### src/vcache_pkg.sv
package vcache_pkg;

  localparam int data_width_c     = 32;
  localparam int x_cord_width_c   = 4;
  localparam int y_cord_width_c   = 3;
  localparam int load_id_width_c  = 5;
  localparam int net_addr_width_c = 16; // word address, no byte offset.

  typedef enum logic {
    e_vcache_ld = 1'b0,
    e_vcache_st = 1'b1
  } vcache_op_e;

  // request packet as it arrives from the network.
  typedef struct packed {
    vcache_op_e                   op;
    logic [net_addr_width_c-1:0]  addr;
    logic [data_width_c-1:0]      data;
    logic [x_cord_width_c-1:0]    src_x;
    logic [y_cord_width_c-1:0]    src_y;
    logic [load_id_width_c-1:0]   load_id;
  } vcache_req_pkt_s;

  // everything the response needs except the data word.
  typedef struct packed {
    vcache_op_e                   op;
    logic [x_cord_width_c-1:0]    src_x;
    logic [y_cord_width_c-1:0]    src_y;
    logic [load_id_width_c-1:0]   load_id;
  } vcache_ret_info_s;

  typedef struct packed {
    vcache_op_e                   op;
    logic [net_addr_width_c-1:0]  addr;
    logic [data_width_c-1:0]      data;
  } vcache_cmd_s;

  typedef struct packed {
    vcache_op_e                   op;
    logic [x_cord_width_c-1:0]    dst_x;
    logic [y_cord_width_c-1:0]    dst_y;
    logic [load_id_width_c-1:0]   load_id;
    logic [data_width_c-1:0]      data;
  } vcache_resp_pkt_s;

  // the address is the first word of the block.
  typedef struct packed {
    logic                         write_not_read;
    logic [net_addr_width_c-1:0]  addr;
  } vcache_dma_pkt_s;

endpackage

### src/vcache_core.sv
module vcache_core
  import vcache_pkg::*;
#(
  parameter int sets_p                = 16,
  parameter int block_size_in_words_p = 4
) (
  input  logic                    clk_i,
  input  logic                    rst_i,

  input  logic                    cmd_v_i,
  input  vcache_cmd_s             cmd_i,
  output logic                    cmd_ready_o,

  output logic                    data_v_o,
  output logic [data_width_c-1:0] data_o,
  input  logic                    data_ready_i,

  output logic                    dma_pkt_v_o,
  output vcache_dma_pkt_s         dma_pkt_o,
  input  logic                    dma_pkt_ready_i,

  input  logic                    dma_data_v_i,
  input  logic [data_width_c-1:0] dma_data_i,
  output logic                    dma_data_ready_o,

  output logic                    dma_data_v_o,
  output logic [data_width_c-1:0] dma_data_o,
  input  logic                    dma_data_ready_i
);

  localparam int offset_width_lp = $clog2(block_size_in_words_p);
  localparam int index_width_lp  = $clog2(sets_p);
  localparam int tag_width_lp    = net_addr_width_c - index_width_lp - offset_width_lp;
  localparam int depth_lp        = sets_p * block_size_in_words_p;
  localparam logic [offset_width_lp-1:0] last_word_lp =
    offset_width_lp'(block_size_in_words_p - 1);

  typedef enum logic [2:0] {
    s_idle,
    s_lookup,
    s_evict_cmd,
    s_evict_data,
    s_fill_cmd,
    s_fill_data,
    s_respond
  } state_e;

  state_e                     state_r;
  state_e                     state_n;
  vcache_cmd_s                cmd_r;
  logic [tag_width_lp-1:0]    tag_mem_r [sets_p];
  logic [data_width_c-1:0]    data_mem_r [depth_lp];
  logic [sets_p-1:0]          valid_r;
  logic [sets_p-1:0]          dirty_r;
  logic [offset_width_lp-1:0] cnt_r;

  logic [tag_width_lp-1:0]    tag;
  logic [index_width_lp-1:0]  index;
  logic [offset_width_lp-1:0] offset;
  logic                       hit;
  logic                       access;
  logic                       access_done;
  logic                       evict_beat;
  logic                       fill_beat;
  logic                       last_beat;
  logic                       is_store;

  assign {tag, index, offset} = cmd_r.addr;

  assign hit         = valid_r[index] && (tag_mem_r[index] == tag);
  assign access      = ((state_r == s_lookup) && hit) || (state_r == s_respond);
  assign access_done = access && data_ready_i;
  assign is_store    = (cmd_r.op == e_vcache_st);

  assign cmd_ready_o = (state_r == s_idle);
  assign data_v_o    = access;
  assign data_o      = data_mem_r[{index, offset}]; // stores return this too, the join zeroes it.

  assign dma_pkt_v_o      = (state_r == s_evict_cmd) || (state_r == s_fill_cmd);
  assign dma_data_v_o     = (state_r == s_evict_data);
  assign dma_data_o       = data_mem_r[{index, cnt_r}];
  assign dma_data_ready_o = (state_r == s_fill_data);

  assign evict_beat = dma_data_v_o && dma_data_ready_i;
  assign fill_beat  = dma_data_v_i && dma_data_ready_o;
  assign last_beat  = (cnt_r == last_word_lp);

  // a write-back goes to the address of the tag still in the array.
  always_comb begin
    dma_pkt_o.write_not_read = (state_r == s_evict_cmd);
    if (state_r == s_evict_cmd) begin
      dma_pkt_o.addr = {tag_mem_r[index], index, {offset_width_lp{1'b0}}};
    end else begin
      dma_pkt_o.addr = {tag, index, {offset_width_lp{1'b0}}};
    end
  end

  always_comb begin
    state_n = state_r;
    case (state_r)
      s_idle: begin
        if (cmd_v_i) state_n = s_lookup;
      end
      s_lookup: begin
        if (!hit) begin
          state_n = (valid_r[index] && dirty_r[index]) ? s_evict_cmd : s_fill_cmd;
        end else if (data_ready_i) begin
          state_n = s_idle;
        end
      end
      s_evict_cmd: begin
        if (dma_pkt_ready_i) state_n = s_evict_data;
      end
      s_evict_data: begin
        if (evict_beat && last_beat) state_n = s_fill_cmd;
      end
      s_fill_cmd: begin
        if (dma_pkt_ready_i) state_n = s_fill_data;
      end
      s_fill_data: begin
        if (fill_beat && last_beat) state_n = s_respond;
      end
      s_respond: begin
        if (data_ready_i) state_n = s_idle;
      end
      default: state_n = s_idle;
    endcase
  end

  always_ff @(posedge clk_i) begin
    if (rst_i) begin
      state_r <= s_idle;
      valid_r <= '0;
      dirty_r <= '0;
      cnt_r   <= '0;
    end else begin
      state_r <= state_n;
      if (evict_beat || fill_beat) cnt_r <= cnt_r + 1'b1; // wraps to zero after the last word.
      if (fill_beat && last_beat) begin
        valid_r[index] <= 1'b1;
        dirty_r[index] <= 1'b0;
      end
      if (access_done && is_store) dirty_r[index] <= 1'b1;
    end
  end

  always_ff @(posedge clk_i) begin
    if (cmd_v_i && cmd_ready_o) cmd_r <= cmd_i;
    if (fill_beat && last_beat) tag_mem_r[index] <= tag;
    if (fill_beat) begin
      data_mem_r[{index, cnt_r}] <= dma_data_i;
    end else if (access_done && is_store) begin
      data_mem_r[{index, offset}] <= cmd_r.data;
    end
  end

endmodule

### src/vcache_fifo.sv
module vcache_fifo #(
  parameter type payload_t = logic
) (
  input  logic     clk_i,
  input  logic     rst_i,

  input  logic     v_i,
  input  payload_t data_i,
  output logic     ready_o,

  output logic     v_o,
  output payload_t data_o,
  input  logic     ready_i
);

  payload_t   mem_r [2];
  logic       wptr_r;
  logic       rptr_r;
  logic [1:0] count_r;
  logic       enq;
  logic       deq;

  assign v_o     = (count_r != 2'd0);
  assign data_o  = mem_r[rptr_r];
  assign ready_o = (count_r != 2'd2) || ready_i; // a full FIFO still takes a word while it pops.
  assign enq     = v_i && ready_o;
  assign deq     = v_o && ready_i;

  always_ff @(posedge clk_i) begin
    if (rst_i) begin
      wptr_r  <= 1'b0;
      rptr_r  <= 1'b0;
      count_r <= 2'd0;
    end else begin
      if (enq) wptr_r <= ~wptr_r;
      if (deq) rptr_r <= ~rptr_r;
      if (enq && !deq) count_r <= count_r + 2'd1;
      else if (deq && !enq) count_r <= count_r - 2'd1;
    end
  end

  always_ff @(posedge clk_i) begin
    if (enq) mem_r[wptr_r] <= data_i;
  end

endmodule

### src/vcache_link_in.sv
module vcache_link_in
  import vcache_pkg::*;
(
  input  logic             clk_i,
  input  logic             rst_i,

  input  logic             req_v_i,
  input  vcache_req_pkt_s  req_i,
  output logic             req_ready_o,

  output logic             cmd_v_o,
  output vcache_cmd_s      cmd_o,
  input  logic             cmd_ready_i,

  output logic             ret_v_o,
  output vcache_ret_info_s ret_o,
  input  logic             ret_ready_i
);

  logic            pkt_v;
  vcache_req_pkt_s pkt;
  logic            pkt_pop;

  vcache_fifo #(
    .payload_t (vcache_req_pkt_s)
  ) req_fifo_inst (
    .clk_i   (clk_i),
    .rst_i   (rst_i),
    .v_i     (req_v_i),
    .data_i  (req_i),
    .ready_o (req_ready_o),
    .v_o     (pkt_v),
    .data_o  (pkt),
    .ready_i (pkt_pop)
  );

  // Each side only sees a valid packet when the other side can take it too,
  // so a command never goes out without its return information.
  assign pkt_pop = pkt_v && cmd_ready_i && ret_ready_i;
  assign cmd_v_o = pkt_v && ret_ready_i;
  assign ret_v_o = pkt_v && cmd_ready_i;

  always_comb begin
    cmd_o.op   = pkt.op;
    cmd_o.addr = pkt.addr;
    cmd_o.data = pkt.data;
  end

  always_comb begin
    ret_o.op      = pkt.op;
    ret_o.src_x   = pkt.src_x;
    ret_o.src_y   = pkt.src_y;
    ret_o.load_id = pkt.load_id;
  end

endmodule

### src/vcache_resp_out.sv
module vcache_resp_out
  import vcache_pkg::*;
(
  input  logic                    data_v_i,
  input  logic [data_width_c-1:0] data_i,
  output logic                    data_ready_o,

  input  logic                    ret_v_i,
  input  vcache_ret_info_s        ret_i,
  output logic                    ret_ready_o,

  output logic                    resp_v_o,
  output vcache_resp_pkt_s        resp_o,
  input  logic                    resp_ready_i
);

  logic is_store;

  assign is_store = (ret_i.op == e_vcache_st);

  // both halves leave together or not at all.
  assign resp_v_o     = data_v_i && ret_v_i;
  assign data_ready_o = resp_ready_i && ret_v_i;
  assign ret_ready_o  = resp_ready_i && data_v_i;

  always_comb begin
    resp_o.op      = ret_i.op;
    resp_o.dst_x   = ret_i.src_x;
    resp_o.dst_y   = ret_i.src_y;
    resp_o.load_id = ret_i.load_id;
    resp_o.data    = is_store ? '0 : data_i; // store acknowledge.
  end

endmodule

### src/vcache_top.sv
module vcache_top
  import vcache_pkg::*;
#(
  parameter int sets_p                = 16,
  parameter int block_size_in_words_p = 4
) (
  input  logic                    clk_i,
  input  logic                    rst_i,

  input  logic                    req_v_i,
  input  vcache_req_pkt_s         req_i,
  output logic                    req_ready_o,

  output logic                    resp_v_o,
  output vcache_resp_pkt_s        resp_o,
  input  logic                    resp_ready_i,

  output logic                    dma_pkt_v_o,
  output vcache_dma_pkt_s         dma_pkt_o,
  input  logic                    dma_pkt_ready_i,

  input  logic                    dma_data_v_i,
  input  logic [data_width_c-1:0] dma_data_i,
  output logic                    dma_data_ready_o,

  output logic                    dma_data_v_o,
  output logic [data_width_c-1:0] dma_data_o,
  input  logic                    dma_data_ready_i
);

  logic                    cmd_v;
  vcache_cmd_s             cmd;
  logic                    cmd_ready;
  logic                    ret_v;
  vcache_ret_info_s        ret;
  logic                    ret_ready;
  logic                    ret_q_v;
  vcache_ret_info_s        ret_q;
  logic                    ret_q_ready;
  logic                    data_v;
  logic [data_width_c-1:0] data;
  logic                    data_ready;

  vcache_link_in link_in_inst (
    .clk_i       (clk_i),
    .rst_i       (rst_i),
    .req_v_i     (req_v_i),
    .req_i       (req_i),
    .req_ready_o (req_ready_o),
    .cmd_v_o     (cmd_v),
    .cmd_o       (cmd),
    .cmd_ready_i (cmd_ready),
    .ret_v_o     (ret_v),
    .ret_o       (ret),
    .ret_ready_i (ret_ready)
  );

  // return information waits here while the core works on the access.
  vcache_fifo #(
    .payload_t (vcache_ret_info_s)
  ) ret_fifo_inst (
    .clk_i   (clk_i),
    .rst_i   (rst_i),
    .v_i     (ret_v),
    .data_i  (ret),
    .ready_o (ret_ready),
    .v_o     (ret_q_v),
    .data_o  (ret_q),
    .ready_i (ret_q_ready)
  );

  vcache_core #(
    .sets_p                (sets_p),
    .block_size_in_words_p (block_size_in_words_p)
  ) core_inst (
    .clk_i            (clk_i),
    .rst_i            (rst_i),
    .cmd_v_i          (cmd_v),
    .cmd_i            (cmd),
    .cmd_ready_o      (cmd_ready),
    .data_v_o         (data_v),
    .data_o           (data),
    .data_ready_i     (data_ready),
    .dma_pkt_v_o      (dma_pkt_v_o),
    .dma_pkt_o        (dma_pkt_o),
    .dma_pkt_ready_i  (dma_pkt_ready_i),
    .dma_data_v_i     (dma_data_v_i),
    .dma_data_i       (dma_data_i),
    .dma_data_ready_o (dma_data_ready_o),
    .dma_data_v_o     (dma_data_v_o),
    .dma_data_o       (dma_data_o),
    .dma_data_ready_i (dma_data_ready_i)
  );

  vcache_resp_out resp_out_inst (
    .data_v_i     (data_v),
    .data_i       (data),
    .data_ready_o (data_ready),
    .ret_v_i      (ret_q_v),
    .ret_i        (ret_q),
    .ret_ready_o  (ret_q_ready),
    .resp_v_o     (resp_v_o),
    .resp_o       (resp_o),
    .resp_ready_i (resp_ready_i)
  );

endmodule

### config.mk
export PLATFORM = sky130hd
export DESIGN_NAME = vcache_top
export DESIGN_NICKNAME = d
export VERILOG_FILES = /design/src/vcache_pkg.sv /design/src/vcache_core.sv /design/src/vcache_fifo.sv /design/src/vcache_link_in.sv /design/src/vcache_resp_out.sv /design/src/vcache_top.sv
export SDC_FILE = /design/constraint.sdc
export NUM_CORES = 2
export LEC_CHECK = 0
export BUFFER_PORTS_ARGS = -buffer_cell sky130_fd_sc_hd__buf_2
export CORE_ASPECT_RATIO = 1.4
export CORE_MARGIN = 2
export CORE_UTILIZATION = 45
export CTS_BUF_LIST = sky130_fd_sc_hd__clkbuf_4 sky130_fd_sc_hd__clkbuf_8
export DETAILED_ROUTE_END_ITERATION = 10
export GPL_TIMING_DRIVEN = 0
export PLACE_DENSITY = 0.6
export SLEW_MARGIN = 10
export SYNTH_ARGS = -nofsm -noshare
export SYNTH_HDL_FRONTEND = slang
export SYNTH_SLANG_ARGS = --single-unit
### constraint.sdc
create_clock -name clk_i -period 7.1 [get_ports clk_i]
set_input_delay 2.13 -clock clk_i [delete_from_list [all_inputs] [get_ports clk_i]]
set_output_delay 2.13 -clock clk_i [all_outputs]
set_load 0.005 [all_outputs]
---- Word-level counts from Yosys, hierarchy flattened ----
Memory sizes are Yosys's and may differ from the RTL's. A register that Yosys moved wholly into a read port is not among the register bits.
Index checks and enable logic that the tools add are counted.
storage, ports and cells
  flip-flop bits (word level) ............. 94
  latch bits .............................. 0
  RAM bits ................................ 2,356
  bits in read-only memories .............. 0
  input bits .............................. 100
  output and inout port bits .............. 99
  memories ................................ 4
memories
  name                              words  width  rd ports  clocked after Yosys merged registers in  write ports  line               text
  core_inst.data_mem_r              64     32     2         1                                        1            vcache_core.sv:52  logic [data_width_c-1:0] data_mem_r [depth_lp];
  core_inst.tag_mem_r               16     10     1         1                                        1            vcache_core.sv:51  logic [tag_width_lp-1:0] tag_mem_r [sets_p];
  link_in_inst.req_fifo_inst.mem_r  2      61     1         1                                        1            vcache_fifo.sv:16  payload_t mem_r [2];
  ret_fifo_inst.mem_r               2      13     1         1                                        1            vcache_fifo.sv:16
operators by class
  add/sub/neg operators ................... 5
  multiply operators ...................... 0
  div/mod/pow operators ................... 0
  magnitude comparators ................... 2
  equality and inequality tests ........... 15
  shifts and indexed selects .............. 0
  mux-type cells .......................... 44
  bitwise gates (word level) .............. 8
  reduce and logical (&&, ||, !) cells .... 40
operators by type and width
  operator               count
  $mux W16               4
  $mux W32               2
  $or A16 B16 Y16        2
  $reduce_or A32 Y1      1
  $logic_and A1 B1 Y1    24
  $mux W3                8
  $pmux W3 S7            1
  $mux W1                19
  $and A16 B16 Y16       1
  $not A16 Y16           1
  $mux W6                2
  $eq A10 B10 Y1         1
  $ne A2 B2 Y1 const B   5
  $eq A3 B3 Y1 const B   3
  $bmux W1 S4            2
  $mux W2                4
  $reduce_bool A2 Y1     4
  $add A2 B1 Y2 const B  3
  $eq A3 B2 Y1 const B   2
  $logic_or A1 B1 Y1     5
  $lt A4 B5 Y1 const B   1
  $reduce_and A5 Y1      1
  $demux W1 S4           1
  $ge A4 B1 Y1 const B   1
  8 further kinds        16

---- Logic depth before layout (Yosys ltp) ----
  depth in word-level cells ............... 14
  mapped depth ............................ 15
  gate-level depth less buffers ........... 12

---- Cells and area by module ----
A second synthesis with hierarchy kept.
second synthesis, totals
  cells, all modules ...................... 5,043
  area, all modules ....................... 110,363.3 um^2
by module, submodules not included
  module                                     times used  cells an instance  area each (um^2)  sequential area each (um^2)
  vcache_core                                1           4,708              104,194.9         68,635.8
  vcache_fifo at link_in_inst.req_fifo_inst  1           215                4,626.9           3,763.6
  vcache_fifo at ret_fifo_inst               1           65                 1,174.9           880.8
  vcache_resp_out                            1           51                 339.1             0.0
  vcache_link_in                             1           4                  27.5              0.0

---- Worst setup path before layout ----
OpenSTA, ideal clock, no wires.
  kind .................................... reg2reg
  start ................................... register core_inst.state_r[2]
  end ..................................... register core_inst.cmd_r[0] in the netlist's numbering, enable pin
  arrival ................................. 5.408 ns
  data required time ...................... 6.523 ns
  path slack .............................. 1.115 ns
  cell stages (with the launch flop) ...... 4
  buffers on the path ..................... 2
  period minus slack after synthesis ...... 5.985 ns
  cells stage by stage .................... dfxtp_1 clkbuf_1 clkbuf_1 nor4_1
between the ends
  cells in the longest elaborated chain, start to end .. 7
  elaborated cells between the ends (all ways) .. 9
  classes of those cells .................. eq/ne: 2; reduce/logical: 7
ends and longest elaborated chain
  item                    line                   text
  from (decl)             vcache_core.sv:48      state_e state_r;
  from (signal assigned)  vcache_core.sv:132     state_r <= s_idle;
  from (signal assigned)  vcache_core.sv:137     state_r <= state_n;
  $eq A3 B1 Y1            vcache_core.sv:71      assign access = ((state_r == s_lookup) && hit) || (state_r == s_respond);
  $logic_and A1 B1 Y1     vcache_core.sv:71
  $logic_or A1 B1 Y1      vcache_core.sv:71
  $logic_and A1 B1 Y1     vcache_resp_out.sv:24  assign ret_ready_o = resp_ready_i && data_v_i;
  $logic_or A1 B1 Y1      vcache_fifo.sv:25      assign ready_o = (count_r != 2'd2) || ready_i;
  $logic_and A1 B1 Y1     vcache_link_in.sv:40   assign cmd_v_o = pkt_v && ret_ready_i;
  $logic_and A1 B1 Y1 *   vcache_core.sv:148     if (cmd_v_i && cmd_ready_o) cmd_r <= cmd_i;
  to (signal assigned)    vcache_core.sv:148
  to (decl)               vcache_core.sv:50      vcache_cmd_s cmd_r;
Mark *: on every way between the ends. The rest lies on a longest branch, timed or not.
A chain may end at the register's enable or synchronous reset.

---- Final worst setup path ----
  start ................................... register core_inst.cnt_r[1]
  end ..................................... output dma_data_o[0]
between the ends
  cells in the longest elaborated chain, start to end .. 1
ends and longest elaborated chain
  item                    line                text
  from (decl)             vcache_core.sv:55   logic [offset_width_lp-1:0] cnt_r;
  from (signal assigned)  vcache_core.sv:138  if (evict_beat || fill_beat) cnt_r <= cnt_r + 1'b1;
  $mem_v2 Z64 W32         n/a
  to (decl)               vcache_top.sv:27    output logic [data_width_c-1:0] dma_data_o,
No other way between the ends.

==> results.toml <==
[outcome]
status = "complete, but fails checks"
violations = "capacitance limit, slew limit, setup timing"

[cells_and_area]
layout-drive-gt1-share_pct = 46.64
fin_util_pct = 53.35
fillers = 18940
fin_nets = 5993
syn_to_final_growth_pct = 17.85

[route]
wl_per_cell_um = 54.17
routed_wl_um = 512800
dr.pass1.iters = 6
route.detailed.drc = 0
dr_total_vias = 70900
final_antenna_net_count = 0
vias_per_cell = 7.489
first_iter_violations = 12740

[timing]
rsz0062_at_grt = "yes"
finalClockSkew_ps = 130.1
hold_slack_ps = 474.3
fin_crit_sh_pct = 104.5
finalSetupViolCount = 58
report.final.slew_viol_count = 11
finalHoldViolCount = 0
worst_pin_slew_ps = 1561
fmaxAchievable_mhz = 134.8
fin_crit_ps = 7420
fin_ws_ps = -320.2
slew_headroom_pct = -4.058

[grt]
grt_use_met1_pct = 46.18
grt-ovfl-total = 0
grt_usage_pct = 41.19
grt_pass1_vias = 67400
grt_first_pass_wirelength_um = 656900
top_usage_layer = "met2"
grt_use_met2_pct = 60.29
use_met3_pct = 14.88
grt_max_degree = 65
grt_antenna_before_repair = 51

[clocking]
htree_levels = 5
cts.sinks = 2458
cts_tree = "yes"
cts_buffers = 393
cts_root_buf = "clkbuf_8"
clk_latency_ps = 1170
path_clk_slew_ps = 60
clockBufferDepth = 4

[setup_path]
startpoint_type = "flip-flop"
endpoint_kind = "primary output"
cp_cell_sequence = "clkbuf_4 -> clkbuf_8 -> buf_4 -> clkbuf_2 -> buf_16 -> mux4_2 -> mux2i_2 -> o21ai_0 -> a221o_1 -> buf_2"
arrival_ps = 5290
cp_max_fo = 10
critical_path_buf_inv_count = 6
worstSetupPathType = "flip-flop to primary output"
cpLargestDelayFamily = "buffers and inverters"
required_ps = 4970
max_stage_delay_ps = 580
setup.worst_path.start = "core_inst.cnt_r[1]$_SDFFE_PP0P_"
crit_slowest_cell = "clkbuf_2"

[min_path]
hold_class = "flip-flop to flip-flop"
hold_start = "core_inst.valid_r[1]$_SDFFE_PP0P_"

[die]
start_util_pct = 45.27
die_area_um2 = 248000
rows = 214
die_y_um = 588.5
core_um2 = 242600
ioPinCount = 199
die_w_um = 421.5

[power_and_ir_drop]
leakage_nw = 40.45
power_density_nw_per_um2 = 372.8
vdd_drop_max_mv = 0.2606

[yosys]
synth.avg_cell_area_um2 = 21.66
ys.flop_type = "edfxtp_1"
synth_seq_area_share_pct = 66.73
synthCells = 5070
postSynth.asyncResetShare_pct = 0
ys_seq_elements = 2458
synthesis.area_um2 = 109800
synth_cell_type_count = 66
synth_edf_count = 2405
ys_warn_count = 0

[flow_run]
cap_violations = 1

[place]
place_congestion = 1.013
io_buffers = 195
hpwl_um = 364200
-- worst reg2reg max path, stage by stage, from the launching register on --
cell       delay, ps
dfxtp_1          470
buf_4            300
buf_4            280
buf_4            420
mux4_2           410
a22oi_1          200
o211ai_1         140
a311oi_2         470
o2111ai_4        360
o21ai_1          450
a31oi_2          470
buf_2            480
nor2_4           720
buf_12           270
buf_12           230
-- per-layer routing --
| metal | share of wire, % | vias up | wire [um] |
|---|---|---|---|
| met5 | 0.036 | - | 186 |
| met4 | 13 | 20 | 65160 |
| met3 | 14 | 2180 | 69440 |
| met2 | 44 | 7061 | 223700 |
| met1 | 30 | 37610 | 154300 |
| li1 | - | 24030 | - |
-- Yosys cell counts, drive strengths merged, types with 14 or more instances --
| cell type | number | area (um^2) |
|---|---|---|
| edfxtp | 2405 | 72220 |
| mux4 | 1234 | 27790 |
| clkbuf | 206 | 773.2 |
| buf | 178 | 828.3 |
| nor2 | 178 | 695.7 |
| mux2 | 134 | 1524 |
| mux2i | 123 | 1231 |
| a22oi | 113 | 848.3 |
| nand2 | 78 | 292.8 |
| dfxtp | 53 | 1061 |
| nor2b | 36 | 225.2 |
| a211oi | 31 | 232.7 |
| o21ai | 31 | 155.1 |
| nand2b | 26 | 162.7 |
| a21oi | 22 | 110.1 |
| and3 | 22 | 137.6 |
| o32ai | 18 | 172.7 |
| o22ai | 15 | 93.84 |
| o211ai | 14 | 105.1 |
-- area by class of cell --
cell class	count	area, um^2	area share, %
inverters	11	41.29	0.03191
repair buffers	430	5791	4.474
clock inverters	163	1115	0.8614
flip-flops and latches	2458	73280	56.63
well taps	3240	4054	3.133
multi-input cells	2218	35940	27.77
clock buffers	523	6472	5.001
diodes	46	115.1	0.08895
plain buffers	378	2600	2.009
-- sequential cells by signal, indices dropped and copies added, names as in the netlist, 2 cells and up, named ones only --
name	count
ret_fifo_inst.count_r	2
ret_fifo_inst.mem_r	26
core_inst.cnt_r	2
link_in_inst.req_fifo_inst.count_r	2
core_inst.tag_mem_r	160
link_in_inst.req_fifo_inst.mem_r	122
core_inst.valid_r	16
core_inst.cmd_r	48
core_inst.data_mem_r	2048
core_inst.state_r	3
-- timing repair --
item,4_1_cts,5_1_grt
endpoints found under the setup margin,66,34
gates resized for setup,351,59
pin swaps,4,3
buffers inserted,1,6
hold buffers,0,0
-- report_power, final --
part           internal (mW)  switching (mW)
Clock                   6.39            6.01
Sequential              16.5           0.305
Combinational           6.80            12.3
Total                   29.6            18.6
-- path summary, 6_finish.rpt --
path / slack [ps] / endpoint / depth (start not counted)
hold / removal: 470 / core_inst.valid_r[1]$_SDFFE_PP0P_ / 2
setup / recovery: -320 / dma_data_o[0] / 10
setup reg to reg: 1060 / core_inst.data_mem_r[35][3]$_DFFE_PP_ / 14
hold reg to reg: 470 / core_inst.valid_r[1]$_SDFFE_PP0P_ / 2
-- cell usage in the layout, fill, tap and decap left out, drive strengths merged, types with 14 or more instances in the layout --
cell	Yosys	layout
nor2	178	178
a211oi	31	31
nor2b	36	36
mux4	1234	1234
a21oi	22	22
diode	0	46
clkbuf	206	728
a22oi	113	113
and3	22	22
o32ai	18	18
nand2b	26	26
clkinv	0	141
edfxtp	2405	2405
dfxtp	53	53
nand2	78	78
mux2i	123	123
buf	178	597
o21ai	31	31
o211ai	14	14
o22ai	15	15
mux2	134	134
inv	11	16
-- through the flow --
| step | std cells | instance area [um^2] | setup TNS [ps] | total power [mW] | worst slack [ps] |
|---|---|---|---|---|---|
| 3_5_place_dp | 8734 | 120400 | -28210 | 34.65 | -1672 |
| 2_1_floorplan | 5071 | 109800 | 0 | 25.80 | 1115 |
| 4_1_cts | 9416 | 129000 | -236.5 | 47.10 | -95.65 |
| 5_1_grt | 9432 | 129300 | -237.6 | 48.39 | -54.59 |
| 3_3_place_gp | 8506 | 114800 | -6616670 | 34.09 | -4809 |
| 6_report | 9467 | 129400 | -8127 | 48.24 | -320.2 |
-- kinds of logic after synthesis --
kind of cell / Yosys count / synth area share (%)
compound gates: 303 / 2.063
other cells: 1 / 0.003415
xor+xnor: 20 / 0.1595
simple gates: 399 / 1.693
fa+ha+maj: 3 / 0.03419
flops: 2458 / 66.73
buf+inv: 395 / 1.496
mux: 1491 / 27.82
(Power assumes the default switching activity.)
